===== src/rtl/pdp8_pkg.sv =====
// ####################
// Shared widths, instruction views, memory port and CPU control types
// ####################
`default_nettype none

package pdp8_pkg;

  localparam int WORD_W = 12;
  localparam int ADDR_W = 12;

  typedef logic [WORD_W-1:0] word_t;
  typedef logic [ADDR_W-1:0] addr_t;

  localparam word_t HLT_WORD = 12'o7402;

  typedef enum logic [2:0] {
    AND, TAD, ISZ, DCA, JMS, JMP, IOT, OPR
  } opcode_e;

  // IR read either as a memory-reference word or as an operate word
  typedef union packed {
    struct packed {
      opcode_e    opcode;
      logic       indirect;
      logic       current_page;
      logic [6:0] offset;
    } mem_ref;
    struct packed {
      opcode_e opcode;
      logic    group;            // 0 selects group 1
      logic    cla;
      logic    cll;
      logic    cma;
      logic    cml;
      logic    rar;
      logic    ral;
      logic    twice;            // Not implemented
      logic    iac;
    } operate;
  } instr_u;

  typedef struct packed {
    logic  req;
    logic  we;
    addr_t addr;
    word_t wdata;
  } mem_req_t;

  typedef struct packed {
    logic  done;
    word_t rdata;
  } mem_rsp_t;

  typedef enum logic [2:0] {AC_NC, AC_CLEAR, AC_AND_MB, AC_TAD_MB, AC_OPERATE} ac_op_e;
  typedef enum logic [2:0] {PC_NC, PC_INC, PC_LOAD_SR, PC_LOAD_EA, PC_LOAD_EA_P1} pc_op_e;
  typedef enum logic [1:0] {EA_NC, EA_FORM, EA_LOAD_RD} ea_op_e;
  typedef enum logic [1:0] {RD_NONE, RD_IR, RD_MB, RD_EA} rd_dest_e;
  typedef enum logic [1:0] {WD_AC, WD_MB, WD_PC, WD_SR} wd_sel_e;
  typedef enum logic [1:0] {AD_PC, AD_EA} ad_sel_e;

  typedef struct packed {
    ac_op_e   ac_op;
    pc_op_e   pc_op;
    ea_op_e   ea_op;
    rd_dest_e rd_dest;           // Where read data lands on done
    wd_sel_e  wd_sel;
    ad_sel_e  ad_sel;
    logic     mb_inc;
    logic     mem_req;
    logic     mem_we;
  } cpu_ctrl_t;

  typedef enum logic [4:0] {
    IDLE, FETCH, DECODE, EA_IND,
    AND_RD, TAD_RD,
    ISZ_RD, ISZ_INC, ISZ_WR, ISZ_SKIP,
    DCA_WR, JMS_WR, JMP_1, OPR_1, LD_PC
  } cpu_state_e;

endpackage

`default_nettype wire

===== src/rtl/memory_arbiter.sv =====
// ####################
// Shares the memory port, CPU first; returns done to the granted side
// ####################
`default_nettype none

module memory_arbiter (
  input  logic               clock,
  input  logic               resetN,
  input  pdp8_pkg::mem_req_t cpu_req,
  input  pdp8_pkg::mem_req_t panel_req,
  input  pdp8_pkg::word_t    mem_rdata,
  output pdp8_pkg::mem_rsp_t cpu_rsp,
  output pdp8_pkg::mem_rsp_t panel_rsp,
  output logic               mem_we,
  output logic               mem_en,
  output pdp8_pkg::addr_t    mem_addr,
  output pdp8_pkg::word_t    mem_wdata
);

  logic done_due;        // An access went out last cycle
  logic cpu_owned;       // That access belonged to the CPU
  logic grant_cpu, grant_panel;

  // Requests are still held in their done cycle, so no grant then
  assign grant_cpu   = cpu_req.req && !done_due;
  assign grant_panel = panel_req.req && !cpu_req.req && !done_due;

  assign mem_en    = grant_cpu || grant_panel;
  assign mem_we    = grant_cpu ? cpu_req.we    : (grant_panel && panel_req.we);
  assign mem_addr  = grant_cpu ? cpu_req.addr  : panel_req.addr;
  assign mem_wdata = grant_cpu ? cpu_req.wdata : panel_req.wdata;

  always_ff @(posedge clock, negedge resetN) begin
    if (!resetN) begin
      done_due  <= 1'b0;
      cpu_owned <= 1'b0;
    end else begin
      done_due  <= mem_en;
      cpu_owned <= grant_cpu;
    end
  end

  assign cpu_rsp.done    = done_due && cpu_owned;
  assign cpu_rsp.rdata   = mem_rdata;
  assign panel_rsp.done  = done_due && !cpu_owned;
  assign panel_rsp.rdata = mem_rdata;

endmodule

`default_nettype wire


===== config.mk =====
export PLATFORM = sky130hd
export DESIGN_NAME = memory_arbiter
export DESIGN_NICKNAME = d
export VERILOG_FILES = /design/src/rtl/pdp8_pkg.sv /design/src/rtl/memory_arbiter.sv
export SDC_FILE = /design/constraint.sdc
export NUM_CORES = 1
export LEC_CHECK = 0
export ABC_CLOCK_PERIOD_IN_PS = 3100
export BUFFER_PORTS_ARGS = -buffer_cell sky130_fd_sc_hd__buf_2
export CORE_AREA = 2 2 51 53
export CTS_CLUSTER_SIZE = 24
export DETAILED_ROUTE_END_ITERATION = 8
export DIE_AREA = 0 0 53 55
export GPL_TIMING_DRIVEN = 1
export PLACE_DENSITY = 0.84
export SYNTH_ARGS = -nofsm -noshare
export SYNTH_HDL_FRONTEND = slang
export SYNTH_SLANG_ARGS = --single-unit

===== constraint.sdc =====
create_clock -name clock -period 3.1 [get_ports clock]
set_input_delay 0.465 -clock clock [delete_from_list [all_inputs] [get_ports clock]]
set_output_delay 0.465 -clock clock [all_outputs]
set_load 0.005 [all_outputs]

---- Yosys cells after proc, flatten, opt, wreduce, memory -nomap -nowiden ----
Cells that the tools add are included.
cells by class
  multiplexer cells ....................... 3
  reduce and logical (&&, ||, !) cells .... 10
operators by type and width
  kind                 count
  $mux W12             2
  $logic_and A1 B1 Y1  6
  $logic_not A1 Y1     3
  $logic_or A1 B1 Y1   1
  $mux W1              1
word-level totals
  bits in registers ....................... 2
  input port bits ......................... 66
  output and inout port bits .............. 52
  logic and storage cells ................. 15

---- Longest topological paths before layout ----
  depth after elaboration ................. 5
  mapped depth ............................ 4
  mapped depth without buffers ............ 2

---- Worst setup path before layout ----
OpenSTA, ideal clock, no wires.
  path kind ............................... input -> output
  from .................................... input cpu_req[25] (netlist name)
  to ...................................... output mem_addr[10]
  arrival ................................. 1170 ps
  required time ........................... 2635 ps
  setup slack ............................. 1465 ps
  stages .................................. 4
  path buffers ............................ 2
  cells stage by stage .................... nor2b_2 buf_6 buf_12 mux2_4
between the ends
  word-level cells in the longest chain between the ends .. 2
RTL lines
  item                 RTL line              source
  start, declared      memory_arbiter.sv:9   input pdp8_pkg::mem_req_t cpu_req,
  $logic_and A1 B1 Y1  memory_arbiter.sv:25  assign grant_cpu = cpu_req.req && !done_due;
  $mux W12             memory_arbiter.sv:30  assign mem_addr = grant_cpu ? cpu_req.addr : panel_req.addr;
  end, declared        memory_arbiter.sv:16  output pdp8_pkg::addr_t mem_addr,
No other way between the ends.

---- Final worst setup path ----
  from .................................... register done_due
  to ...................................... output mem_addr[11]
between the ends
  word-level cells in the longest chain between the ends .. 3
RTL lines
  item                    RTL line              source
  start, declared         memory_arbiter.sv:20  logic done_due;
  start signal, assigned  memory_arbiter.sv:38  done_due <= mem_en;
  $logic_not A1 Y1        memory_arbiter.sv:25
  $logic_and A1 B1 Y1     memory_arbiter.sv:25
  $mux W12                memory_arbiter.sv:30
No other way between the ends.

==> key figures <==
Clocking
  • Max Root-Sink Buffers: 2
  • Setup Buffers After CTS: 0
  • Clock-pin slew on the worst setup and hold paths: 0.03 ns
  • Worst skew pair latency: 0.23 ns
  • CTS tree: yes
  • Root Buffer Master: clkbuf_4
  • Hold-fix buffers, CTS: 0
  • CTS Buf Count: 3
  • Clock Sinks: 2
  • Post_cts resized: 0
  • H-tree levels: 1

Detailed routing
  • Drt total wl: 1.91 mm
  • Antenna Nets Post-Route: 0
  • Initial drt markers: 3
  • DR vias/cell: 4.23
  • Post-route DRC: 0
  • WL/cell: 12.8 µm
  • DR pass1 iterations: 3
  • DR vias: 630

Global routing
  • First-pass GRT wire length: 2.44 mm
  • Vias in the first global route: 587
  • Congestion Overflow GR: 0
  • Initial antenna violation count: 0
  • Overall Global Routing Usage: 0.116
  • Largest net degree at the start of global routing: 17

Synthesis
  • Post-Syn Instances: 60
  • Mux cell area share after synthesis: 0.510
  • Syn_nets: 126
  • #FFs+latches synth: 2
  • Sequential share of the synthesized area: 0.0756
  • Post-Synth XOR/XNOR Area: 0
  • Post-synthesis adder-cell area fraction: 0
  • Complex-gate fraction of the synthesized area: 0.0151
  • Simple-gate area share of the yosys netlist: 0.0491
  • Largest family of logic cells by synthesized area: multiplexers
  • Mapped cell area: 662 µm²
  • Synth unique cells: 11
  • Synth Area per Inst: 11.0 µm²
  • YS warnings: 0

Setup path
  • Crit-path max FO: 16
  • Worst path required time: 2.63 ns
  • CP bufs+invs: 2
  • Reg2reg end: cpu_owned
  • Critical path class: reg -> out
  • Worst setup SP type: flop
  • Crit path largest cell delay: 0.41 ns
  • Setup crit end kind: output pin
  • Cell class contributing the biggest share of worst-path delay: flip-flops
  • Slowest CP cell: dfrtp_1
  • Cell depth of the worst flop-to-flop path: 2
  • FF-to-FF Start: done_due
  • Crit-path cells: nor2b_2, buf_4, mux2_2, buf_2
  • Worst EP arrival: 1.54 ns
  • FF-to-FF setup slack: 2.25 ns

Final layout
  • Layout overhead on the synthesized area: 37.6%
  • Nets: 187
  • # fillers: 248
  • Most common cell after layout, fill and taps aside: buf_2
  • Fin cells: 149
  • Fin area: 911 µm²
  • Most frequent cells in the layout: 81 x buf_2, 18 x mux2_4, 6 x mux2_2, 3 x nor2_1, 3 x clkbuf_4
  • Layout cells sized above 1: 0.933
  • Number of diodes: 0

Power and ir drop
  • Peak supply drop: 0.155 mV
  • Pwr dens: 259 nW/µm²
  • Leak: 0.000546 µW

Timing
  • Actual slew at the worst max-slew pin: 0.250 ns
  • TNS Setup: 0 ns
  • Max-slew headroom: 0.833
  • Pins Over Slew Limit: 0
  • Unrepaired setup endpoints after global routing: false
  • Final Hold Vio Count: 0
  • Max Clk Rate: 0.498 GHz
  • Skew final: 0.00449 ns
  • # setup viols final: 0
  • Period Utilization, post-route: 0.648
  • Post-layout min period: 2.01 ns

Floorplanning
  • Die ar.: 2920 µm²
  • Initial Util: 0.280
  • FP Rows: 18
  • IO Count: 118
  • Core ar.: 2360 µm²
  • Die Y: 55 µm
  • Chip width: 53 µm

Run status
  • Status: finished clean

Place
  • Gp weighted congestion: 0.680
  • Placed inst area: 888 µm²
  • # port buffers: 81
  • Cell total after placement: 146

Worst hold path
  • HP Class: in -> async

Run
  • Max-cap viol count: 0
logic make-up (layout without fill, tap and decap cells):
kind of cell,Yosys count,after routing
AOI/OAI and AO/OA,1,1
buffers and inverters,27,86
DFF,2,2
muxes,24,24
and+or+nand+nor,6,6
flip-flops by register name, indices dropped and copies added, names as in the netlist:
| register | flops |
|---|---|
| done_due | 1 |
| cpu_owned | 1 |
stage by stage:
step / setup slack, ns / utilization / hold slack [ns] / power, µW
floorplan: 1.46 / - / 0.169 / 141
global placement: 1.18 / 0.376 / 0.251 / 175
detailed placement: 1.15 / 0.376 / 0.252 / 179
CTS: 1.07 / 0.385 / 0.00608 / 241
global route: 0.987 / 0.385 / 0.0120 / 255
finish: 1.09 / 0.385 / 0.0120 / 236
cells in the mapped netlist, drive strengths merged:
cell | number | area [µm²]
and2 | 1 | 6.26
nor2b | 2 | 15.0
mux2 | 24 | 338
dfrtp | 2 | 50.1
nor2 | 3 | 11.3
a32o | 1 | 10.0
buf | 27 | 231
final cells by class:
class	instances	area, µm²	share of cell area
clock buffer	3	22.5	0.0247
multi-input combinational	31	380	0.418
sequential	2	50.0	0.0549
tap	30	37.5	0.0412
timing repair buffer	83	420	0.462
power breakdown:
part           leakage [µW]  internal, µW  switching [µW]
sequential        0.0000248          29.0            2.54
combinational      0.000508          94.5            49.9
clock             0.0000138          42.9            17.0
total              0.000546           166            69.4
worst register-to-register path: cells and delay by family, from the launching register on:
kind | cells | cell delay [ns]
and+or+nand+nor | 1 | 0.14
DFF | 1 | 0.41
buffers and inverters | 1 | 0.22
per-layer routing:
layer	track usage	routed length (µm)
met1	0.118	623
met3	0.0349	220
met5	0	0
met2	0.229	1060
met4	0.0342	4
worst max-delay path by stage:
stage                      startpoint            end  depth (start not counted)
final                        done_due   mem_addr[11]                          4
after global routing         done_due  mem_wdata[11]                          4
after CTS                    done_due   mem_addr[11]                          4
after detailed placement  cpu_req[25]   mem_addr[11]                          5
after global placement    cpu_req[25]   mem_addr[11]                          5
after floorplan           cpu_req[25]   mem_addr[10]                          4
(Power assumes the default switching activity.)
