### config.mk
export PLATFORM = sky130hd
export DESIGN_NAME = front_panel
export DESIGN_NICKNAME = d
export VERILOG_FILES = /design/src/rtl/pdp8_pkg.sv /design/src/rtl/front_panel.sv
export SDC_FILE = /design/constraint.sdc
export NUM_CORES = 1
export LEC_CHECK = 0
export ABC_AREA = 1
export BUFFER_PORTS_ARGS = -buffer_cell sky130_fd_sc_hd__buf_2
export CAP_MARGIN = 5
export CORE_MARGIN = 10
export CORE_UTILIZATION = 45
export DETAILED_ROUTE_END_ITERATION = 10
export PLACE_DENSITY_LB_ADDON = 0.1
export SLEW_MARGIN = 30
export SYNTH_ARGS = -nofsm -noshare
export SYNTH_HDL_FRONTEND = slang
export SYNTH_SLANG_ARGS = --single-unit
export TNS_END_PERCENT = 30
### constraint.sdc
create_clock -name clock -period 2.75 [get_ports clock]
set_input_delay 0.1375 -clock clock [delete_from_list [all_inputs] [get_ports clock]]
set_output_delay 0.1375 -clock clock [all_outputs]
set_load 0.01 [all_outputs]
### src/rtl/pdp8_pkg.sv
// ####################
// Shared widths, instruction views, memory port and CPU control types
// ####################
`default_nettype none

package pdp8_pkg;

  localparam int WORD_W = 12;
  localparam int ADDR_W = 12;

  typedef logic [WORD_W-1:0] word_t;
  typedef logic [ADDR_W-1:0] addr_t;

  localparam word_t HLT_WORD = 12'o7402;

  typedef enum logic [2:0] {
    AND, TAD, ISZ, DCA, JMS, JMP, IOT, OPR
  } opcode_e;

  // IR read either as a memory-reference word or as an operate word
  typedef union packed {
    struct packed {
      opcode_e    opcode;
      logic       indirect;
      logic       current_page;
      logic [6:0] offset;
    } mem_ref;
    struct packed {
      opcode_e opcode;
      logic    group;            // 0 selects group 1
      logic    cla;
      logic    cll;
      logic    cma;
      logic    cml;
      logic    rar;
      logic    ral;
      logic    twice;            // Not implemented
      logic    iac;
    } operate;
  } instr_u;

  typedef struct packed {
    logic  req;
    logic  we;
    addr_t addr;
    word_t wdata;
  } mem_req_t;

  typedef struct packed {
    logic  done;
    word_t rdata;
  } mem_rsp_t;

  typedef enum logic [2:0] {AC_NC, AC_CLEAR, AC_AND_MB, AC_TAD_MB, AC_OPERATE} ac_op_e;
  typedef enum logic [2:0] {PC_NC, PC_INC, PC_LOAD_SR, PC_LOAD_EA, PC_LOAD_EA_P1} pc_op_e;
  typedef enum logic [1:0] {EA_NC, EA_FORM, EA_LOAD_RD} ea_op_e;
  typedef enum logic [1:0] {RD_NONE, RD_IR, RD_MB, RD_EA} rd_dest_e;
  typedef enum logic [1:0] {WD_AC, WD_MB, WD_PC, WD_SR} wd_sel_e;
  typedef enum logic [1:0] {AD_PC, AD_EA} ad_sel_e;

  typedef struct packed {
    ac_op_e   ac_op;
    pc_op_e   pc_op;
    ea_op_e   ea_op;
    rd_dest_e rd_dest;           // Where read data lands on done
    wd_sel_e  wd_sel;
    ad_sel_e  ad_sel;
    logic     mb_inc;
    logic     mem_req;
    logic     mem_we;
  } cpu_ctrl_t;

  typedef enum logic [4:0] {
    IDLE, FETCH, DECODE, EA_IND,
    AND_RD, TAD_RD,
    ISZ_RD, ISZ_INC, ISZ_WR, ISZ_SKIP,
    DCA_WR, JMS_WR, JMP_1, OPR_1, LD_PC
  } cpu_state_e;

endpackage

`default_nettype wire
### src/rtl/front_panel.sv
// ####################
// Panel address register with one pending deposit or examine at a time
// ####################
`default_nettype none

module front_panel (
  input  logic               clock,
  input  logic               resetN,
  input  pdp8_pkg::word_t    sr,
  input  logic               load_addr,
  input  logic               deposit,
  input  logic               examine,
  input  pdp8_pkg::mem_rsp_t rsp,
  output pdp8_pkg::mem_req_t req,
  output pdp8_pkg::word_t    panel_data,
  output logic               panel_valid,
  output logic               panel_busy
);

  pdp8_pkg::addr_t panel_addr;
  pdp8_pkg::word_t wdata;
  logic            write_op;

  always_ff @(posedge clock, negedge resetN) begin
    if (!resetN) begin
      panel_addr  <= '0;
      wdata       <= '0;
      write_op    <= 1'b0;
      panel_busy  <= 1'b0;
      panel_data  <= '0;
      panel_valid <= 1'b0;
    end else begin
      panel_valid <= 1'b0;
      if (panel_busy) begin
        if (rsp.done) begin
          panel_busy <= 1'b0;
          panel_addr <= panel_addr + 1'b1;
          if (!write_op) begin
            panel_data  <= rsp.rdata;
            panel_valid <= 1'b1;
          end
        end
      end else if (deposit || examine) begin
        panel_busy <= 1'b1;
        write_op   <= deposit;        // Deposit wins a tie
        wdata      <= sr;
      end else if (load_addr) begin
        panel_addr <= sr;
      end
    end
  end

  assign req = '{req: panel_busy, we: write_op, addr: panel_addr, wdata: wdata};

endmodule

`default_nettype wire

* After elaboration in Yosys (flattened, before gate mapping) *
Index checks and enable logic that the tools add are counted.

word-level totals
  register bits = 39
  bits in latches = 0
  RAM bits = 0
  bits in read-only memories = 0
  input port bits = 30
  output and inout port bits = 40
  word-level logic and storage cells = 26
  memories = 0

operators by class
  add/subtract/negate cells = 1
  $mul = 0
  divide/modulo/power cells = 0
  $lt $le $gt $ge = 0
  equal/unequal tests = 2
  shift-type cells = 0
  muxes and demuxes = 10
  bitwise operators = 2
  reduce and logical (&&, ||, !) cells = 5

operator list
  cell                   count
  $mux 12                4
  $add 12x1->12 const B  1
  $mux 1                 6
  $reduce_and 3->1       2
  $ne 2x2->1 const B     2
  $not 1->1              2
  $reduce_and 2->1       1
  $reduce_bool 2->1      1
  $logic_or 1x1->1       1

* Depth between registers and ports, before layout *
  depth after elaboration = 3
  depth in mapped cells = 8
  mapped depth without buffers = 8

* Worst setup path after synthesis *
OpenSTA, ideal clock, no wires.

  kind = register to register
  from = register panel_addr[1]
  to = register panel_addr[8]
  setup time = 0.116 ns
  data arrival time = 1.131 ns
  required time = 2.634 ns
  slack = 1.502 ns
  stages on the path, launching flop included = 9
  buffers on the path = 0
  period minus slack after synthesis = 1.248 ns
  cells stage by stage = dfrtp_1 > ha_1 > nand2_1 > nor2_2 > nand2_1 > nand2_1 > nand3_1 > nand2_1 > nand2_1

between the ends
  longest elaborated chain between the ends = 3

ends and longest elaborated chain
  element                 RTL line           source
  start, declared         front_panel.sv:20  pdp8_pkg::addr_t panel_addr;
  start signal, assigned  front_panel.sv:37  panel_addr <= panel_addr + 1'b1;
  start signal, assigned  front_panel.sv:48  panel_addr <= sr;
  $add 12x1->12           front_panel.sv:37
  $mux 12                 front_panel.sv:35  if (rsp.done) begin
  $mux 12                 front_panel.sv:34  if (panel_busy) begin

Every way passes these cells. The select of a mux whose other input is x is not followed.
A chain may end at the register's enable or synchronous reset.

* Worst setup path after layout *
  from = register panel_busy
  to = register panel_data[6]

between the ends
  longest elaborated chain between the ends = 1

ends and longest elaborated chain
  element                     RTL line           source
  start, declared             front_panel.sv:17  output logic panel_busy
  start signal, assigned      front_panel.sv:29  panel_busy <= 1'b0;
  start signal, assigned      front_panel.sv:36  panel_busy <= 1'b0;
  start signal, assigned      front_panel.sv:44  panel_busy <= 1'b1;
  $reduce_and 3->1 (no line)  --
  end signal, assigned        front_panel.sv:39  panel_data <= rsp.rdata;
  end, declared               front_panel.sv:15  output pdp8_pkg::word_t panel_data,

Every way passes these cells.

==> metrics.md <==
| Metric | Value |
|---|---|
| MaxCap Viol Count | `0` |
| Sw power | `0.000724 W` |
| Vias | `1743` |
| Layout Area Growth over Synthesis | `23.0%` |
| Yosys reg bits | `39` |
| DP Wirelength | `around 3.7 mm` |
| Crit Path Max Fanout | `14` |
| Die span in y | `84.9 um` |
| Slew headroom | `0.670` |
| Skew-Pair Late Insertion Delay | `between 200 and 300 ps` |
| H-tree depth | `2` |
| CTS tree | `built` |
| Post-CTS setup buffers | `0` |
| Mapped cell area | `0.00189 mm2` |
| Hold Path Class | `in -> reg` |
| Peak supply drop | `0.317 mV` |
| Placed insts | `around 350` |
| Sequential area share after synthesis | `0.515` |
| Floorplan row count | `23` |
| Worst-Margin Slew | `495 ps` |
| Worst-path clk slew | `about 70 ps` |
| Total GRT Usage | `0.140` |
| Final instance count without filler cells | `359` |
| Placer congestion estimate | `0.765` |
| Placed Instance Area | `0.00224 mm2` |
| Area contributors post-synth | `dfrtp_1 52%, nand2_1 23%, nor2_1 3.4%` |
| Number of global-route vias before repair | `1801` |
| Core area | `0.00403 mm2` |
| Gr ovfl total | `0` |
| Period Utilization, post-route | `0.640` |
| TNS Setup | `0 ps` |
| Final min period | `1760 ps` |
| Skew final | `around 6.4 ps` |
| Die Footprint | `0.00720 mm2` |
| Static leakage | `between 1 and 1.5 nW` |
| Cell area power density | `811 mW/mm2` |
| Mapped Nets | `272` |
| Internal | `0.00117 W` |
| Final number of hold-violating endpoints | `0` |
| Largest net degree at the start of global routing | `40` |
| Switching share of power | `0.383` |
| Layout Utilization | `0.578` |
| YS warnings | `0` |
| Critical path endpoint category | `flop` |
| Initial Utilization | `0.470` |
| DRT Wirelength | `roughly 5.0 mm` |
| Syn Inst Count | `241` |
| WS Path Type | `reg -> reg` |
| Die X | `84.9 um` |
| Slew Limit Fails | `0` |
| Clock group share of total power | `0.190` |
| Synth cell types | `24` |
| Comb pwr share | `0.345` |
| Final ANT Viol Nets | `0` |
| Boundary pin count | `70` |
| Share of total power in sequential cells | `0.466` |
| # nets final | `341` |
| Initial antenna violation count | `0` |
| Critical Path Start Type | `flop` |
| Avg WL per Cell | `14.0 um` |
| 1st-pass router iterations | `4` |
| Final setup fails | `0` |
| Max frequency | `0.568 GHz` |
| CTS sink count | `39` |
| Final instance area | `0.00233 mm2` |
| Place WS | `984 ps` |
| # diodes | `0` |
| Fraction of layout cells with a size suffix above 1 | `0.285` |
| Total CTS buffers | `5` |
| Arrival @ worst endpoint | `between 1500 and 2000 ps` |
| Synth area leader | `dfrtp_1` |
| I/O Buffers | `69` |
| Top-area cell type share of the netlist area | `0.515` |
| DRT iter0 DRCs | `84` |
| DRC viols | `0` |
| Run status | `finished, final reports clean` |
| Final Worst Setup Slack | `991 ps` |
| Critical Path RT | `2930 ps` |
| Vias per std cell | `4.86` |
| RSZ-0062 raised after global routing | `false` |
| Syn avg cell area | `7.86 um2` |
| Clk buf depth | `2` |
| Root Buffer Master | `clkbuf_8` |
| First-pass GRT wire length | `8.34 mm` |
-- timing repair --
item / 4_1_cts / 5_1_grt
resized for setup: 0 / 0
endpoints found under the hold margin: 32 / 0
hold buffers: 1 / 0
-- power groups by stage --
stage	registers, W	clock network [W]	logic (W)
floorplan	0.000942	0	0.000328
global placement	0.000888	0	0.000649
detailed placement	0.000890	0	0.000665
CTS	0.000880	0.000372	0.000669
global route	0.000908	0.000389	0.000741
finish	0.000880	0.000358	0.000651
-- layout make-up --
class / count / area, um2
Timing Repair Buffer: 71 / 365
Fill cell: 401 / 1700
Multi-Input combinational cell: 177 / 788
Tap cell: 50 / 62.6
Inverter: 16 / 65.1
Sequential cell: 39 / 976
Clock buffer: 6 / 72.6
-- synthesized netlist by cell type --
library cell,count
nand3b_1,2
clkinv_4,1
inv_1,12
nand2_4,1
nand2_2,2
buf_2,4
nand3_1,12
xnor2_1,2
o21ai_1,3
dfrtp_1,39
nand2_1,114
nor2_4,2
nor2_2,2
nand4_1,2
ha_1,1
nand4_4,1
buf_6,2
inv_2,3
nor2_1,17
or2_2,1
a31oi_1,2
buf_4,3
o21ai_0,7
a21oi_1,6
-- layout by cell type (no fill, tap or decap), drive strengths merged --
master	instances
a21oi	6
a31oi	2
buf	70
clkbuf	6
clkinv	1
dfrtp	39
dlygate4sd3	1
ha	1
inv	15
nand2	117
nand3	12
nand3b	2
nand4	3
nor2	21
o21ai	10
or2	1
xnor2	2
-- kinds of logic (layout without fill, tap and decap cells) --
kind of cell             after synthesis  in the layout  synth area share
AO/OA/AOI/OAI                         18             18            0.0489
XOR/XNOR                               2              2           0.00925
flip-flops                            39             39             0.515
adder cells (fa/ha/maj)                1              1           0.00660
buffers and inverters                 25             93            0.0687
AND/OR/NAND/NOR                      156            156             0.351
-- path summary, 6_finish.rpt --
kind	cells after the start	slack, ps	to	from
min	3	50	panel_data[4]$_DFFE_PN0P_	rsp[4]
max	6	990	panel_data[6]$_DFFE_PN0P_	panel_busy$_DFF_PN0_
min in group asynchronous	2	360	panel_data[9]$_DFFE_PN0P_	resetN
min reg2reg	2	470	panel_data[3]$_DFFE_PN0P_	panel_data[3]$_DFFE_PN0P_
max reg2reg	6	990	panel_data[6]$_DFFE_PN0P_	panel_busy$_DFF_PN0_
max in group asynchronous	2	2050	wdata[0]$_DFFE_PN0P_	resetN
-- flip-flops by register name, indices dropped and copies added, names as in the netlist --
name,count
wdata,12
panel_data,12
panel_busy,1
write_op,1
panel_addr,12
panel_valid,1
-- worst max-delay path: stages (launching register included) --
cell	delay [ps]
dfrtp_1	620
buf_4	280
nand2_2	120
nor2_4	290
inv_2	190
nand2_1	100
nand2_1	60
-- stage by stage --
step           hold slack, ps  power, W
6_report                 47.7   0.00189
5_1_grt                  34.6   0.00204
4_1_cts                  36.8   0.00192
3_5_place_dp              315   0.00156
3_3_place_gp              306   0.00154
2_1_floorplan            -158   0.00127
-- layer usage --
metal,part of all wire,routed length (um),vias up,track usage
li1,-,-,880,-
met1,0.45,2250,817,0.163
met2,0.48,2400,40,0.234
met3,0.062,313,6,0.0526
met4,0.012,60,0,0.0419
met5,0,0,-,0
Power figures use the tool's default switching activity.
