### config.mk
export PLATFORM = sky130hd
export DESIGN_NAME = cpu_datapath
export DESIGN_NICKNAME = d
export VERILOG_FILES = /design/src/rtl/pdp8_pkg.sv /design/src/rtl/cpu_datapath.sv
export SDC_FILE = /design/constraint.sdc
export NUM_CORES = 1
export LEC_CHECK = 0
export ABC_AREA = 1
export BUFFER_PORTS_ARGS = -buffer_cell sky130_fd_sc_hd__buf_4
export CAP_MARGIN = 20
export CORE_UTILIZATION = 50
export CTS_BUF_LIST = sky130_fd_sc_hd__clkbuf_8
export DETAILED_ROUTE_END_ITERATION = 8
export PLACE_DENSITY = 0.82
export SLEW_MARGIN = 20
export SYNTH_ARGS = -nofsm -noshare
export SYNTH_HDL_FRONTEND = slang
export SYNTH_SLANG_ARGS = --single-unit
### constraint.sdc
create_clock -name clock -period 2 [get_ports clock]
set_input_delay 0.2 -clock clock [delete_from_list [all_inputs] [get_ports clock]]
set_output_delay 0.2 -clock clock [all_outputs]
set_load 0.01 [all_outputs]
### src/rtl/pdp8_pkg.sv
// ####################
// Shared widths, instruction views, memory port and CPU control types
// ####################
`default_nettype none

package pdp8_pkg;

  localparam int WORD_W = 12;
  localparam int ADDR_W = 12;

  typedef logic [WORD_W-1:0] word_t;
  typedef logic [ADDR_W-1:0] addr_t;

  localparam word_t HLT_WORD = 12'o7402;

  typedef enum logic [2:0] {
    AND, TAD, ISZ, DCA, JMS, JMP, IOT, OPR
  } opcode_e;

  // IR read either as a memory-reference word or as an operate word
  typedef union packed {
    struct packed {
      opcode_e    opcode;
      logic       indirect;
      logic       current_page;
      logic [6:0] offset;
    } mem_ref;
    struct packed {
      opcode_e opcode;
      logic    group;            // 0 selects group 1
      logic    cla;
      logic    cll;
      logic    cma;
      logic    cml;
      logic    rar;
      logic    ral;
      logic    twice;            // Not implemented
      logic    iac;
    } operate;
  } instr_u;

  typedef struct packed {
    logic  req;
    logic  we;
    addr_t addr;
    word_t wdata;
  } mem_req_t;

  typedef struct packed {
    logic  done;
    word_t rdata;
  } mem_rsp_t;

  typedef enum logic [2:0] {AC_NC, AC_CLEAR, AC_AND_MB, AC_TAD_MB, AC_OPERATE} ac_op_e;
  typedef enum logic [2:0] {PC_NC, PC_INC, PC_LOAD_SR, PC_LOAD_EA, PC_LOAD_EA_P1} pc_op_e;
  typedef enum logic [1:0] {EA_NC, EA_FORM, EA_LOAD_RD} ea_op_e;
  typedef enum logic [1:0] {RD_NONE, RD_IR, RD_MB, RD_EA} rd_dest_e;
  typedef enum logic [1:0] {WD_AC, WD_MB, WD_PC, WD_SR} wd_sel_e;
  typedef enum logic [1:0] {AD_PC, AD_EA} ad_sel_e;

  typedef struct packed {
    ac_op_e   ac_op;
    pc_op_e   pc_op;
    ea_op_e   ea_op;
    rd_dest_e rd_dest;           // Where read data lands on done
    wd_sel_e  wd_sel;
    ad_sel_e  ad_sel;
    logic     mb_inc;
    logic     mem_req;
    logic     mem_we;
  } cpu_ctrl_t;

  typedef enum logic [4:0] {
    IDLE, FETCH, DECODE, EA_IND,
    AND_RD, TAD_RD,
    ISZ_RD, ISZ_INC, ISZ_WR, ISZ_SKIP,
    DCA_WR, JMS_WR, JMP_1, OPR_1, LD_PC
  } cpu_state_e;

endpackage

`default_nettype wire
### src/rtl/cpu_datapath.sv
// ####################
// CPU registers, adder, group 1 operate logic and the CPU memory request
// ####################
`default_nettype none

module cpu_datapath (
  input  logic                clock,
  input  logic                resetN,
  input  pdp8_pkg::cpu_ctrl_t ctrl,
  input  pdp8_pkg::word_t     sr,
  input  pdp8_pkg::mem_rsp_t  rsp,
  output pdp8_pkg::mem_req_t  req,
  output pdp8_pkg::instr_u    ir,
  output logic                mb_zero,
  output pdp8_pkg::word_t     ac,
  output logic                link,
  output pdp8_pkg::addr_t     pc
);

  pdp8_pkg::word_t         mb;
  pdp8_pkg::addr_t         ea;
  pdp8_pkg::addr_t         ea_form;
  pdp8_pkg::rd_dest_e      rd_to;
  logic                    upd;
  logic [pdp8_pkg::WORD_W:0] tad_sum;   // Link and AC as one 13-bit value
  logic [pdp8_pkg::WORD_W:0] opr_res;

  // Updates named by a memory state wait for that state's done
  assign upd   = !ctrl.mem_req || rsp.done;
  assign rd_to = rsp.done ? ctrl.rd_dest : pdp8_pkg::RD_NONE;

  assign mb_zero = (mb == '0);
  assign tad_sum = {link, ac} + {1'b0, rsp.rdata};    // Carry out flips the link

  always_comb begin
    ea_form = pdp8_pkg::addr_t'(ir.mem_ref.offset);
    if (ir.mem_ref.current_page)
      ea_form[pdp8_pkg::ADDR_W-1:7] = pc[pdp8_pkg::ADDR_W-1:7];
  end

  // Group 1: clear, complement, increment, then rotate
  always_comb begin
    opr_res = {link, ac};
    if (ir.operate.cla) opr_res[pdp8_pkg::WORD_W-1:0] = '0;
    if (ir.operate.cll) opr_res[pdp8_pkg::WORD_W] = 1'b0;
    if (ir.operate.cma) opr_res[pdp8_pkg::WORD_W-1:0] = ~opr_res[pdp8_pkg::WORD_W-1:0];
    if (ir.operate.cml) opr_res[pdp8_pkg::WORD_W] = ~opr_res[pdp8_pkg::WORD_W];
    if (ir.operate.iac) opr_res = opr_res + 1'b1;
    if (ir.operate.rar) opr_res = {opr_res[0], opr_res[pdp8_pkg::WORD_W:1]};
    if (ir.operate.ral) opr_res = {opr_res[pdp8_pkg::WORD_W-1:0], opr_res[pdp8_pkg::WORD_W]};
  end

  always_ff @(posedge clock, negedge resetN) begin
    if (!resetN) begin
      ac   <= '0;
      link <= 1'b0;
      pc   <= '0;
    end else if (upd) begin
      case (ctrl.ac_op)
        pdp8_pkg::AC_CLEAR:   ac <= '0;
        pdp8_pkg::AC_AND_MB:  ac <= ac & rsp.rdata;   // Operand is the word landing in MB
        pdp8_pkg::AC_TAD_MB:  {link, ac} <= tad_sum;
        pdp8_pkg::AC_OPERATE: {link, ac} <= opr_res;
        default: ;
      endcase
      case (ctrl.pc_op)
        pdp8_pkg::PC_INC:        pc <= pc + 1'b1;
        pdp8_pkg::PC_LOAD_SR:    pc <= sr;
        pdp8_pkg::PC_LOAD_EA:    pc <= ea;
        pdp8_pkg::PC_LOAD_EA_P1: pc <= ea + 1'b1;
        default: ;
      endcase
    end
  end

  always_ff @(posedge clock) begin
    if (rd_to == pdp8_pkg::RD_IR)
      ir <= pdp8_pkg::instr_u'(rsp.rdata);
    if (rd_to == pdp8_pkg::RD_MB)
      mb <= rsp.rdata;
    else if (ctrl.mb_inc)
      mb <= mb + 1'b1;
    case (ctrl.ea_op)
      pdp8_pkg::EA_FORM:    ea <= ea_form;
      pdp8_pkg::EA_LOAD_RD: if (rd_to == pdp8_pkg::RD_EA) ea <= rsp.rdata;  // Indirect
      default: ;
    endcase
  end

  always_comb begin
    req.req  = ctrl.mem_req;
    req.we   = ctrl.mem_we;
    req.addr = (ctrl.ad_sel == pdp8_pkg::AD_EA) ? ea : pc;
    case (ctrl.wd_sel)
      pdp8_pkg::WD_MB: req.wdata = mb;
      pdp8_pkg::WD_PC: req.wdata = pc;
      default:         req.wdata = ac;
    endcase
  end

endmodule

`default_nettype wire

* Word level (Yosys, flattened, before mapping)
Cells that the tools add are included.
Widths: inputs -> output; s select.
** Cells by class
- Add/sub/neg operators :: 5
- Equal/unequal tests :: 17
- Muxes and demuxes :: 18
- Bitwise logic cells :: 3
- Reductions and logical operators :: 12
** Operators by type and width (count)
- $pmux 12 s4 :: 2
- $mux 12 :: 6
- $pmux 12 s2 :: 2
- $mux 13 :: 3
- $add 12x1->12 const B :: 3
- $add 13x1->13 const B :: 1
- $add 13x12->13 :: 1
- $and 12x12->12 :: 1
- $eq 3x2->1 const B :: 4
- $logic_not 12->1 :: 1
- $not 12->12 :: 1
- $eq 2x1->1 const B :: 4
- $eq 2x2->1 const B :: 4
- $reduce_and 2->1 :: 4
- $reduce_bool 4->1 :: 2
- $eq 3x1->1 const B :: 2
- $eq 3x3->1 const B :: 2
- $reduce_bool 2->1 :: 3
- $mux 5 :: 1
- $mux 1 :: 2
- $mux 2 :: 1
- $ne 2x2->1 const B :: 1
- $pmux 1 s2 :: 1
- $logic_not 1->1 :: 1
- other kinds (2) :: 2
** Word-level totals
- Flip-flop bits (word level) :: 61
- Input bits :: 44
- Word-level logic and storage cells :: 61

* Longest topological paths before layout
- Depth in word-level cells :: 8
- Gate-level depth with buffers :: 21
- Depth with buffers taken out :: 21

* Least setup slack after synthesis
OpenSTA, ideal clock, no wires.
- Kind :: reg2reg
- Start :: reg ir[5] in the netlist's numbering
- End :: reg ac[11]
- Library setup time :: 0.117 ns
- Arrival time :: 2.089 ns
- Path slack :: -0.205 ns
- Stages on the path, launching flop included :: 21
- Path buffers :: 1
- Cells stage by stage :: edfxtp_1 -> buf_2 -> nand3_1 -> nand2_2 -> inv_1 -> ha_1 -> nand2_1 -> inv_1 -> nand3_2 -> nor2_4 -> nand2_1 -> nor2_1 -> nand3_1 -> nand2_1 -> nand2_1 -> nand2_1 -> nand2_1 -> nand3_1 -> nand2_1 -> nand2_1 -> nand2_1
** On the way
- Cells in the longest elaborated chain, start to end :: 6
** RTL lines
- from (decl) :: RTL line cpu_datapath.sv:13 : output pdp8_pkg::instr_u ir,
- from (signal assigned) :: RTL line cpu_datapath.sv:78 : ir <= pdp8_pkg::instr_u'(rsp.rdata);
- $mux 12 * :: RTL line cpu_datapath.sv:46 : if (ir.operate.cma) opr_res[pdp8_pkg::WORD_W-1:0] = ~opr_res[pdp8_pkg::WORD_W-1:0];
- $add 13x1->13 :: RTL line cpu_datapath.sv:48 : if (ir.operate.iac) opr_res = opr_res + 1'b1;
- $mux 13 * :: RTL line cpu_datapath.sv:48
- $mux 13 * :: RTL line cpu_datapath.sv:49 : if (ir.operate.rar) opr_res = {opr_res[0], opr_res[pdp8_pkg::WORD_W:1]};
- $mux 13 * :: RTL line cpu_datapath.sv:50 : if (ir.operate.ral) opr_res = {opr_res[pdp8_pkg::WORD_W-1:0], opr_res[pdp8_pkg::WORD_W]};
- $pmux 12 s4 * :: RTL line cpu_datapath.sv:59 : case (ctrl.ac_op)
- to (signal assigned) :: RTL line cpu_datapath.sv:61 : pdp8_pkg::AC_AND_MB: ac <= ac & rsp.rdata;
- to (signal assigned) :: RTL line cpu_datapath.sv:62 : pdp8_pkg::AC_TAD_MB: {link, ac} <= tad_sum;
- to (signal assigned) :: RTL line cpu_datapath.sv:63 : pdp8_pkg::AC_OPERATE: {link, ac} <= opr_res;
- to (decl) :: RTL line cpu_datapath.sv:15 : output pdp8_pkg::word_t ac,
Every way passes the cells marked *; elsewhere a longest branch is shown, timed or not.
A chain may end at the register's enable or synchronous reset.

* Worst setup path after layout
- Start :: reg ir[5] in the netlist's numbering
- End :: reg ac[9]
The elaborated chain is that of the path after synthesis.

==> results.md <==
* First-pass GRT wire length at 28.4 mm
* Synth top area cells: edfxtp_1, nand2_1, dfrtp_1
* Routed vias/inst at 5.74
* Power density over the cells at 730 nW/µm²
* Layout area overhead at 36.0%
* RSZ-0062 raised after global routing: yes
* P_leak at 0.00349 µW
* Clock Skews at 23.3 ps
* Synth area leader: edfxtp_1
* Failing checks: negative setup slack
* # IOs at 108
* Yosys warns at 0
* CP peak stage delay at 470 ps
* Fraction of registers with async set/reset at 41.0%
* Die area at 10900 µm²
* Clk slew on worst S/H paths at 80 ps
* Data arrival, critical path at 2530 ps
* Crit share post-route at 115%
* Buffers on Ports at 105
* Syn Area/Cell at 6.75 µm²
* Gate Count Post-Synth at 776
* DRC at 0
* Synthesized flop and latch total at 61
* Sequential fraction of the synthesis area at 32.6%
* DIE HEIGHT at 104 µm
* CTS tree: yes
* Outcome: finished with violations
* Die X at 104 µm
* Peak supply drop at 451 µV
* Clock sink count at 61
* Syn_nets at 839
* Vias in the first global route at 5537
* Drt total wl at 18.5 mm
* Hold Vio Cnt, Final at 0
* Drt first pass iters at 5
* Core area at 9950 µm²
* Clk Tree Root Cell: clkbuf_8
* Top cell type's share of synthesized area at 20.6%
* TritonCTS Buffers at 9
* Row cnt at 36
* Post-synth EDFFs at 36
* Iteration-0 DRC Markers at 687
* Number of diodes at 0
* Critical Path Start Type: flop
* Util after Layout at 71.5%
* # H-tree levels at 3
* Setup ws final at -295 ps
* WL/cell at 17.1 µm
* Vias at 6226
* Antenna Nets Post-Route at 0
* Clk_lat worst skew at 360 ps
* Gr ovfl total at 0
* Clock Path Buffers at 2
* Share of layout cells above drive strength 1 at 30.2%
* Initial core utilization at 52.6%
* Critical-path cell list: buf_6 > nand3_2 > nand2_2 > inv_2 > ha_4 > nand2_4 > inv_4 > nand3_4 > nor2_4 > nand2_2 > nor2_4 > nand3_2 > nand3_2 > nand3_1 > nand3_1 > nand2_1 > nand2_1 > nand2_1
* Final setup fails at 13
* Layout Nets at 1009
* Max-Cap Viols at 0
* Slew HR at 63.6%
* Kind of critical path: reg -> reg
* Minimum clock period at 2300 ps
* Detail Placement HPWL at 13.7 mm
* Antenna violations before repair at 0
* Critical Path End Type: flop
* Crit Path Max Fanout at 4
* GPL Wtd Cong at 0.976
* Worst path slowest cell: edfxtp_1
* Worst slew pin tran at 546 ps
* Max Slew Vio Count at 0
* Dpl ws at -195 ps
* Synth Cell Area at 5240 µm²
* Top FF cell, synth: edfxtp_1
* TNS Setup at -2940 ps
* Largest net degree at the start of global routing at 26
* Library cells used by synthesis at 42
* Commonest non-fill, non-tap cells in the layout: nand2_1, buf_4, inv_1, nand3_1, o21ai_0
* Worst Hold Class: in -> reg
* Most common cell after layout, fill and taps aside: nand2_1
* Maximum clock rate at 436 MHz
* Worst Path Required at 2230 ps
* GRT Total Usage at 33.3%
-- cells by family after synthesis --
| logic type | synth area share (%) |
|---|---|
| fa+ha+maj | 4.68 |
| flops | 32.6 |
| simple gates | 32.6 |
| buf+inv | 10.8 |
| compound gates | 17.9 |
| xor+xnor | 1.34 |
-- path summary, 6_finish.rpt --
kind,startpoint,cells after the start,slack [ps],end
max,ir[5],18,-300,ac[9]
min,rsp[1],1,50,ir[1]
max reg2reg,ir[5],18,-300,ac[9]
min reg2reg,pc[0],2,610,pc[0]
max in group asynchronous,resetN,2,1400,ac[10]
min in group asynchronous,resetN,2,290,pc[2]
-- sequential cells by signal, summed over array words and instances, names as in the netlist --
register  cells
ac           12
ir           12
mb           12
link          1
pc           12
ea           12
-- layer usage --
metal	vias to the layer above	global-route usage (%)	part of all wire (%)
met5	-	0	0
met1	2782	45.0	41
met4	0	13.3	4.3
met2	415	51.9	43
met3	85	6.89	11
li1	2944	-	-
-- synth_stat cells, types with 2 or more instances --
cell type    n
a21o_1       2
a21oi_1     46
a221oi_1    11
a22oi_1      8
buf_1        3
buf_2        7
buf_4        2
buf_6        3
clkbuf_1    13
clkinv_1     2
dfrtp_1     25
edfxtp_1    36
ha_1        18
inv_1      108
inv_2        3
nand2_1    198
nand2_2      6
nand3_1     95
nand3_2      3
nand4_1      6
nor2_1      47
nor2_2       3
nor2_4       5
nor3_1       8
nor4_1       3
o211ai_1     2
o21ai_0     59
o21ai_1     13
o21ai_2      3
o21bai_1     2
o22ai_1     12
or2_2        8
xor2_1       7
-- final cells by class --
| class | count | area, µm² |
|---|---|---|
| Tap cell | 133 | 166 |
| Multi-Input combinational cell | 574 | 3180 |
| Fill cell | 807 | 2830 |
| Clock buffer | 9 | 124 |
| Sequential cell | 61 | 1710 |
| Timing Repair Buffer | 187 | 1430 |
| Inverter | 113 | 430 |
| Clock inverter | 7 | 80.1 |
-- stage by stage --
| step | total power [µW] | cells | area [µm²] | hold slack [ps] |
|---|---|---|---|---|
| final | 5200 | 1084 | 7120 | 49.6 |
| after global routing | 5480 | 1084 | 7120 | 41.9 |
| after CTS | 5090 | 1078 | 6970 | 42.1 |
| after floorplan | 2910 | 776 | 5300 | -95.6 |
| after global placement | 3860 | 1056 | 6640 | 138 |
| after detailed placement | 3890 | 1056 | 6640 | 139 |
-- power breakdown --
| group | internal [µW] | switching, µW |
|---|---|---|
| clock | 591 | 591 |
| combinational | 988 | 1310 |
| sequential | 1530 | 196 |
| total | 3100 | 2090 |
-- timing repair --
| action | 4_1_cts | 5_1_grt |
|---|---|---|
| pin swaps | 18 | 23 |
| endpoints found under the hold margin | 25 | 0 |
| setup buffers | 5 | 6 |
| resized for setup | 24 | 33 |
| endpoints found under the setup margin | 13 | 23 |
| hold buffers | 1 | 0 |
-- worst max-delay path, delay by kind of cell (launching register included) --
family        cells  cell delay [ps]
flops             1              470
fa+ha+maj         1              130
simple gates     14             1270
buf+inv           3              300
(Power assumes the default switching activity.)
