[src/rtl/pdp8_pkg.sv]
// ####################
// Shared widths, instruction views, memory port and CPU control types
// ####################
`default_nettype none

package pdp8_pkg;

  localparam int WORD_W = 12;
  localparam int ADDR_W = 12;

  typedef logic [WORD_W-1:0] word_t;
  typedef logic [ADDR_W-1:0] addr_t;

  localparam word_t HLT_WORD = 12'o7402;

  typedef enum logic [2:0] {
    AND, TAD, ISZ, DCA, JMS, JMP, IOT, OPR
  } opcode_e;

  // IR read either as a memory-reference word or as an operate word
  typedef union packed {
    struct packed {
      opcode_e    opcode;
      logic       indirect;
      logic       current_page;
      logic [6:0] offset;
    } mem_ref;
    struct packed {
      opcode_e opcode;
      logic    group;            // 0 selects group 1
      logic    cla;
      logic    cll;
      logic    cma;
      logic    cml;
      logic    rar;
      logic    ral;
      logic    twice;            // Not implemented
      logic    iac;
    } operate;
  } instr_u;

  typedef struct packed {
    logic  req;
    logic  we;
    addr_t addr;
    word_t wdata;
  } mem_req_t;

  typedef struct packed {
    logic  done;
    word_t rdata;
  } mem_rsp_t;

  typedef enum logic [2:0] {AC_NC, AC_CLEAR, AC_AND_MB, AC_TAD_MB, AC_OPERATE} ac_op_e;
  typedef enum logic [2:0] {PC_NC, PC_INC, PC_LOAD_SR, PC_LOAD_EA, PC_LOAD_EA_P1} pc_op_e;
  typedef enum logic [1:0] {EA_NC, EA_FORM, EA_LOAD_RD} ea_op_e;
  typedef enum logic [1:0] {RD_NONE, RD_IR, RD_MB, RD_EA} rd_dest_e;
  typedef enum logic [1:0] {WD_AC, WD_MB, WD_PC, WD_SR} wd_sel_e;
  typedef enum logic [1:0] {AD_PC, AD_EA} ad_sel_e;

  typedef struct packed {
    ac_op_e   ac_op;
    pc_op_e   pc_op;
    ea_op_e   ea_op;
    rd_dest_e rd_dest;           // Where read data lands on done
    wd_sel_e  wd_sel;
    ad_sel_e  ad_sel;
    logic     mb_inc;
    logic     mem_req;
    logic     mem_we;
  } cpu_ctrl_t;

  typedef enum logic [4:0] {
    IDLE, FETCH, DECODE, EA_IND,
    AND_RD, TAD_RD,
    ISZ_RD, ISZ_INC, ISZ_WR, ISZ_SKIP,
    DCA_WR, JMS_WR, JMP_1, OPR_1, LD_PC
  } cpu_state_e;

endpackage

`default_nettype wire
[src/rtl/cpu_sequencer.sv]
// ####################
// Instruction FSM; drives Moore control words into the CPU datapath
// ####################
`default_nettype none

module cpu_sequencer (
  input  logic                clock,
  input  logic                resetN,
  input  logic                run,
  input  logic                step,
  input  logic                load_pc,
  input  pdp8_pkg::instr_u    ir,
  input  logic                mb_zero,
  input  logic                mem_done,
  output pdp8_pkg::cpu_ctrl_t ctrl,
  output logic                halted
);

  pdp8_pkg::cpu_state_e state, next_state;
  pdp8_pkg::cpu_state_e exec_state;     // First state of the decoded instruction
  pdp8_pkg::cpu_state_e end_state;      // Where an instruction goes when it finishes
  logic                 running;
  logic                 is_mem_ref;

  always_ff @(posedge clock, negedge resetN) begin
    if (!resetN) begin
      state   <= pdp8_pkg::IDLE;
      running <= 1'b0;
    end else begin
      state <= next_state;
      if (state == pdp8_pkg::IDLE && (run || step))
        running <= run;                 // Step runs one instruction only
    end
  end

  assign halted     = (state == pdp8_pkg::IDLE);
  assign end_state  = running ? pdp8_pkg::FETCH : pdp8_pkg::IDLE;
  assign is_mem_ref = (ir.mem_ref.opcode != pdp8_pkg::IOT) &&
                      (ir.mem_ref.opcode != pdp8_pkg::OPR);

  always_comb begin
    case (ir.mem_ref.opcode)
      pdp8_pkg::AND: exec_state = pdp8_pkg::AND_RD;
      pdp8_pkg::TAD: exec_state = pdp8_pkg::TAD_RD;
      pdp8_pkg::ISZ: exec_state = pdp8_pkg::ISZ_RD;
      pdp8_pkg::DCA: exec_state = pdp8_pkg::DCA_WR;
      pdp8_pkg::JMS: exec_state = pdp8_pkg::JMS_WR;
      pdp8_pkg::JMP: exec_state = pdp8_pkg::JMP_1;
      default:       exec_state = pdp8_pkg::OPR_1;    // IOT falls through as a no-op
    endcase
  end

  always_comb begin
    next_state = state;
    case (state)
      pdp8_pkg::IDLE: begin
        if (run || step)
          next_state = pdp8_pkg::FETCH;
        else if (load_pc)
          next_state = pdp8_pkg::LD_PC;
      end
      pdp8_pkg::LD_PC:  next_state = pdp8_pkg::IDLE;
      pdp8_pkg::FETCH:  if (mem_done) next_state = pdp8_pkg::DECODE;
      pdp8_pkg::DECODE: begin
        if (pdp8_pkg::word_t'(ir) == pdp8_pkg::HLT_WORD)
          next_state = pdp8_pkg::IDLE;
        else if (is_mem_ref && ir.mem_ref.indirect)
          next_state = pdp8_pkg::EA_IND;
        else
          next_state = exec_state;
      end
      pdp8_pkg::EA_IND:  if (mem_done) next_state = exec_state;
      pdp8_pkg::ISZ_RD:  if (mem_done) next_state = pdp8_pkg::ISZ_INC;
      pdp8_pkg::ISZ_INC: next_state = pdp8_pkg::ISZ_WR;
      pdp8_pkg::ISZ_WR:  if (mem_done) next_state = pdp8_pkg::ISZ_SKIP;
      pdp8_pkg::AND_RD, pdp8_pkg::TAD_RD, pdp8_pkg::DCA_WR, pdp8_pkg::JMS_WR:
        if (mem_done) next_state = end_state;
      pdp8_pkg::ISZ_SKIP, pdp8_pkg::JMP_1, pdp8_pkg::OPR_1:
        next_state = end_state;
      default: next_state = pdp8_pkg::IDLE;
    endcase
  end

  always_comb begin
    ctrl = '{ac_op:   pdp8_pkg::AC_NC,
             pc_op:   pdp8_pkg::PC_NC,
             ea_op:   pdp8_pkg::EA_NC,
             rd_dest: pdp8_pkg::RD_NONE,
             wd_sel:  pdp8_pkg::WD_AC,
             ad_sel:  pdp8_pkg::AD_PC,
             mb_inc:  1'b0,
             mem_req: 1'b0,
             mem_we:  1'b0};
    case (state)
      pdp8_pkg::LD_PC: ctrl.pc_op = pdp8_pkg::PC_LOAD_SR;
      pdp8_pkg::FETCH: begin
        ctrl.mem_req = 1'b1;
        ctrl.rd_dest = pdp8_pkg::RD_IR;
      end
      pdp8_pkg::DECODE: begin
        ctrl.pc_op = pdp8_pkg::PC_INC;
        ctrl.ea_op = pdp8_pkg::EA_FORM;   // Page taken from the PC before it moves
      end
      pdp8_pkg::EA_IND: begin
        ctrl.mem_req = 1'b1;
        ctrl.ad_sel  = pdp8_pkg::AD_EA;
        ctrl.rd_dest = pdp8_pkg::RD_EA;
        ctrl.ea_op   = pdp8_pkg::EA_LOAD_RD;
      end
      pdp8_pkg::AND_RD, pdp8_pkg::TAD_RD, pdp8_pkg::ISZ_RD: begin
        ctrl.mem_req = 1'b1;
        ctrl.ad_sel  = pdp8_pkg::AD_EA;
        ctrl.rd_dest = pdp8_pkg::RD_MB;
        if (state == pdp8_pkg::AND_RD) ctrl.ac_op = pdp8_pkg::AC_AND_MB;
        if (state == pdp8_pkg::TAD_RD) ctrl.ac_op = pdp8_pkg::AC_TAD_MB;
      end
      pdp8_pkg::ISZ_INC: ctrl.mb_inc = 1'b1;
      pdp8_pkg::ISZ_WR: begin
        ctrl.mem_req = 1'b1;
        ctrl.mem_we  = 1'b1;
        ctrl.ad_sel  = pdp8_pkg::AD_EA;
        ctrl.wd_sel  = pdp8_pkg::WD_MB;
      end
      pdp8_pkg::ISZ_SKIP: if (mb_zero) ctrl.pc_op = pdp8_pkg::PC_INC;
      pdp8_pkg::DCA_WR: begin
        ctrl.mem_req = 1'b1;
        ctrl.mem_we  = 1'b1;
        ctrl.ad_sel  = pdp8_pkg::AD_EA;
        ctrl.ac_op   = pdp8_pkg::AC_CLEAR;  // Takes effect on done
      end
      pdp8_pkg::JMS_WR: begin
        ctrl.mem_req = 1'b1;
        ctrl.mem_we  = 1'b1;
        ctrl.ad_sel  = pdp8_pkg::AD_EA;
        ctrl.wd_sel  = pdp8_pkg::WD_PC;     // Return address
        ctrl.pc_op   = pdp8_pkg::PC_LOAD_EA_P1;
      end
      pdp8_pkg::JMP_1: ctrl.pc_op = pdp8_pkg::PC_LOAD_EA;
      pdp8_pkg::OPR_1: begin
        if (ir.operate.opcode == pdp8_pkg::OPR && !ir.operate.group)
          ctrl.ac_op = pdp8_pkg::AC_OPERATE;
      end
      default: ;
    endcase
  end

endmodule

`default_nettype wire

[config.mk]
export PLATFORM = sky130hd
export DESIGN_NAME = cpu_sequencer
export DESIGN_NICKNAME = d
export VERILOG_FILES = /design/src/rtl/pdp8_pkg.sv /design/src/rtl/cpu_sequencer.sv
export SDC_FILE = /design/constraint.sdc
export NUM_CORES = 1
export LEC_CHECK = 0
export BUFFER_PORTS_ARGS = -buffer_cell sky130_fd_sc_hd__buf_2
export CELL_PAD_IN_SITES_DETAIL_PLACEMENT = 1
export CELL_PAD_IN_SITES_GLOBAL_PLACEMENT = 1
export CORE_MARGIN = 2
export CORE_UTILIZATION = 27
export DETAILED_ROUTE_END_ITERATION = 16
export PLACE_DENSITY = 0.8
export SYNTH_ARGS = -nofsm -noshare
export SYNTH_HDL_FRONTEND = slang
export SYNTH_SLANG_ARGS = --single-unit
export TNS_END_PERCENT = 5
[constraint.sdc]
create_clock -name clock -period 1.45 [get_ports clock]
set_input_delay 0.0725 -clock clock [delete_from_list [all_inputs] [get_ports clock]]
set_output_delay 0.0725 -clock clock [all_outputs]
set_load 0.005 [all_outputs]
== After elaboration in Yosys (flattened, before gate mapping) ==
Index checks and enable logic that the tools add are counted.

* Bits in registers: 6
* Input port bits: 19
* Output and inout port bits: 18
* Logic and storage cells: 71

* Equality and inequality tests: 29
* Muxes and demuxes: 25
* Reduce and logical (&&, ||, !) cells: 15

{| class="wikitable"
|+ Operator list
! kind !! number
|-
| 5-bit 2-to-1 mux || 9
|-
| 5-bit one-hot mux with 9 select lines || 1
|-
| 5-bit by 4-bit equality test with 1-bit output (second input constant) || 7
|-
| 4-bit one-hot mux with 6 select lines || 1
|-
| 5-bit by 3-bit equality test with 1-bit output (second input constant) || 4
|-
| 3-bit one-hot mux with 5 select lines || 1
|-
| 12-bit equality test (second input constant) || 1
|-
| 5-bit by 2-bit equality test with 1-bit output (second input constant) || 2
|-
| 2-bit inequality test (second input constant) || 5
|-
| 3-bit equality test (second input constant) || 3
|-
| 3-bit one-hot mux with 3 select lines || 1
|-
| 3-bit OR reduction || 3
|-
| 2-bit one-hot mux with 2 select lines || 2
|-
| 8-bit OR reduction || 1
|-
| 7-bit OR reduction || 1
|-
| 3-bit by 2-bit equality test with 1-bit output (second input constant) || 2
|-
| 1-bit 2-to-1 mux || 6
|-
| 3-bit inequality test (second input constant) || 2
|-
| 2-bit one-hot mux with 3 select lines || 1
|-
| 6-bit AND reduction || 1
|-
| 5-bit by 1-bit equality test with 1-bit output (second input constant) || 1
|-
| 5-bit zero test || 1
|-
| 1-bit logical AND || 4
|-
| 2-bit 2-to-1 mux || 2
|-
| 7 further kinds || 7
|}

== Depth between registers and ports, before layout ==
* Word-level depth: 6
* Mapped depth: 7
* Depth with buffers taken out: 5

== Worst setup path after synthesis ==
OpenSTA, ideal clock, no wires.

* Kind: register -> register
* Start: reg state[0]
* End: reg state[0]
* Setup time: 125 ps
* Arrival: 1379 ps
* Data required time: 1325 ps
* Setup slack: -54 ps
* Stages on the path, launching flop included: 5
* Path buffers: 0
* Period minus slack after synthesis: 1504 ps
* Path through: dfrtp_1 > nor4_4 > nand3b_1 > o31ai_4 > mux2_4

* Elaborated cells on any way between the ends: 24
* Classes of those cells: 19 x eq/ne; 1 x mux; 4 x reduce/logical

{| class="wikitable"
|+ RTL lines
! item !! RTL line !! text
|-
| from (decl) || cpu_sequencer.sv:19 || <nowiki>pdp8_pkg::cpu_state_e state, next_state;</nowiki>
|-
| from (signal assigned) || cpu_sequencer.sv:27 || <nowiki>state <= pdp8_pkg::IDLE;</nowiki>
|-
| from (signal assigned) || cpu_sequencer.sv:30 || <nowiki>state <= next_state;</nowiki>
|-
| 5-bit zero test (*) || n/a ||
|-
| via halted || cpu_sequencer.sv:16 || <nowiki>output logic halted</nowiki>
|-
| 3-bit by 2-bit inequality test with 1-bit output (no line) || n/a ||
|-
| 6-bit AND reduction (no line) || n/a ||
|}

Mark *: on every way through the listed nets, which the timed path passes. The rest lies on a longest branch.
A chain may end at the register's enable or synchronous reset.

== Final worst setup path ==
* Start: reg state[0]
* End: reg state[0]

* Longest elaborated chain between the ends: 4
* Elaborated cells on any way between the ends: 24
* Classes of those cells: 19 x eq/ne; 1 x mux; 4 x reduce/logical

{| class="wikitable"
|+ Ends and longest elaborated chain
! item !! RTL line !! text
|-
| 5-bit by 3-bit equality test with 1-bit output or 5-bit by 4-bit equality test with 1-bit output (tied branches) || cpu_sequencer.sv:55 || <nowiki>case (state)</nowiki>
|-
| 4-bit OR reduction || cpu_sequencer.sv:55 ||
|-
| 2-bit inequality test (no line) || n/a ||
|-
| 6-bit AND reduction (no line) || n/a ||
|}

Parallel ways exist; a longest one is shown, timed or not.

==> qor.txt <==
TritonCTS Buffers = 3
critical path's slowest cell = dfrtp_2
Ports = 37
Peak supply drop = 0.870 mV
syn_area_per_cell = 7.42 sq um
layout cells sized above 1 = 58.3%
max incr delay on CP = 460 ps
Hold Worst Slack = 72.0 ps
Vias per Instance = 5.33
WP depth = 6
Pwr Total = 2270 uW
Worst R2R Setup Slack = -140 ps
Max Slew Vio Count = 0
CTS tree = built
Mapped Area = 704 sq um
pin count of the biggest net entering global routing = 9
crit share post-route = 110%
total wire length = 2920 um
min Tclk post-route = 1590 ps
grt peak-use layer = met2
root buf cell = clkbuf_4
initial antenna violation count = 0
Yosys reg bits = 5
CP startpoint kind = register
RePlAce Congestion = 0.820
R2R Path End = state[0]
arrival time at the worst endpoint = 1740 ps
first-pass GRT wire length = 4360 um
final count of negative-setup-slack endpoints = 12
post-route ant nets = 0
crit path launch = state[0]
first drt pass iteration count = 4
synthesis-to-layout area growth = 69.8%
Post-synth top flop = dfrtp_1
Core Area = 0.00248 sq mm
met2 Use GR = 41.3%
number of library cell types mapped by synthesis = 37
worst-path fanout max = 6
hpwl dp = 2080 um
Final Util = 48.3%
Yosys top cell area share = 17.8%
EDFF count, synth = 0
Synth area leader = dfrtp_1
H-tree depth = 1
Max-Cap Viols = 0
total global-route track usage = 20.6%
Bufs and invs on worst path = 1
Int Pwr = 1240 uW
Lkg Pwr = 0.000578 uW
clock skew = 4.94 ps
largest cells by area after synthesis = dfrtp_1 (18%), nor2_1 (8.5%), nand2b_1 (7.1%), nand2_1 (5.9%), mux2_4 (4.3%)
outcome = complete, but fails checks
post-synthesis net count = 114
die height = 55.1 um
cell area power density = 1900 mW/mm^2
P_sw = 1030 uW
fmax = 627 MHz
Seq/Total Area, Yosys = 17.8%
Die Wd = 55.1 um
Setup crit end = state[0]
crit-path cells = buf_6, o21ai_2, nand2b_1, a32oi_1, o211ai_1, mux2_4
Setup CP Type = reg2reg
Clock transition at path regs = 50 ps
GR Layer Usage met3 = 1.88%
Remaining Overflow, GRT = 0
Setup crit end kind = register
TritonCTS sink count = 5
routed vias = 964
share of total power in the clock network = 7.8%
die area = 0.00303 sq mm
Row Count = 18
fin nets = 171
CP delay by family, top = compound AO/OA/AOI/OAI gates
Hold Vio Cnt, Final = 0
sw frac = 45.4%
Ys Warns = 0
top-count cell post-synth = nor2_1
CTS max path bufs = 2
Gate power share = 78.2%
clk_lat worst skew = 260 ps
HP Class = in2reg
RR Startpoint = state[0]
DRC errors left = 0
min setup slack post-route = -144 ps
DR iter-0 viols = 10
grt met1 use = 21.8%
wire per inst = 16.1 um
violated checks = setup timing
Crit path required time = 1590 ps
unrepaired setup endpoints after global routing = true
PortBufs = 35
Post-Syn Instances = 95
Seq pwr share = 14.0%
Inserted Diodes = 0
Worst Reg2Reg Path Length in Cells = 6
async set-or-reset flop fraction in the synthesized netlist = 100%
fillcell total = 332
Setup TNS Final = -732 ps
initial core utilization = 28.4%
Commonest cells post-synth = nor2_1 (16), nand2_1 (11), nand2b_1 (8)
vias in the first global route = 991
## layer usage
metal | vias to the layer above | share of wire (%)
li1 | 450 | -
met2 | 34 | 54
met4 | 0 | 2.5
met1 | 472 | 40
met5 | - | 0
met3 | 8 | 3.3
## per-stage QoR
step / cells / area, sq um / worst slack (ps)
detailed placement: 173 / 1020 / -153
floorplan: 95 / 704 / -53.8
finish: 181 / 1200 / -144
global placement: 173 / 1020 / -72.2
global route: 181 / 1200 / -209
CTS: 181 / 1150 / -110
## registers in the layout (all words and copies together), names as in the netlist
signal   count
state        4
running      1
## worst min-delay path by stage
stage                     endpoint    from  depth (start not counted)
after CTS                  running     run                          2
final                      running     run                          2
after global placement     running  resetN                          1
after detailed placement   running  resetN                          1
after global routing       running     run                          2
after floorplan            running  resetN                          0
## power by group through the flow
stage	clock network, uW	logic [uW]	registers, uW
floorplan	0	848	268
global placement	0	1350	297
detailed placement	0	1420	304
CTS	172	1670	306
global route	195	1910	331
finish	177	1770	317
## cell families after synthesis
family                 Yosys count  share of synthesized area (%)
flip-flops                       5                           17.8
XOR/XNOR                         2                           2.49
multiplexers                     2                           4.26
AND/OR/NAND/NOR                 50                           39.6
buffers and inverters            9                           7.99
AO/OA/AOI/OAI                   26                           27.4
other                            1                          0.532
## layout by cell type (no fill, tap or decap), drive strengths merged, types with 2 or more instances in the layout
cell type,instances
buf,58
nor2,17
nand2,11
nand2b,8
o21ai,5
dfrtp,5
a21oi,4
clkbuf,4
nor3,4
o211ai,3
a22o,3
nor4,2
o22ai,2
nand3b,2
mux2,2
a31oi,2
inv,2
## repair_timing
item                                   in CTS  in global routing
cloned                                      0                  0
resized for setup                          19                 12
setup endpoints to repair                  17                 18
endpoints found under the hold margin       5                  0
pin swaps                                   4                  4
hold buffers                                1                  0
buffers inserted                            3                  0
## area by class of cell
type | instances | area, sq um | area share (%)
Clock buffer | 4 | 26.3 | 2.20
Timing Repair Buffer | 59 | 388 | 32.4
Sequential cell | 5 | 130 | 10.9
Tap cell | 30 | 37.5 | 3.14
Inverter | 2 | 7.51 | 0.628
Multi-Input combinational cell | 81 | 607 | 50.7
Note: power is estimated with default switching activity, not from simulation.
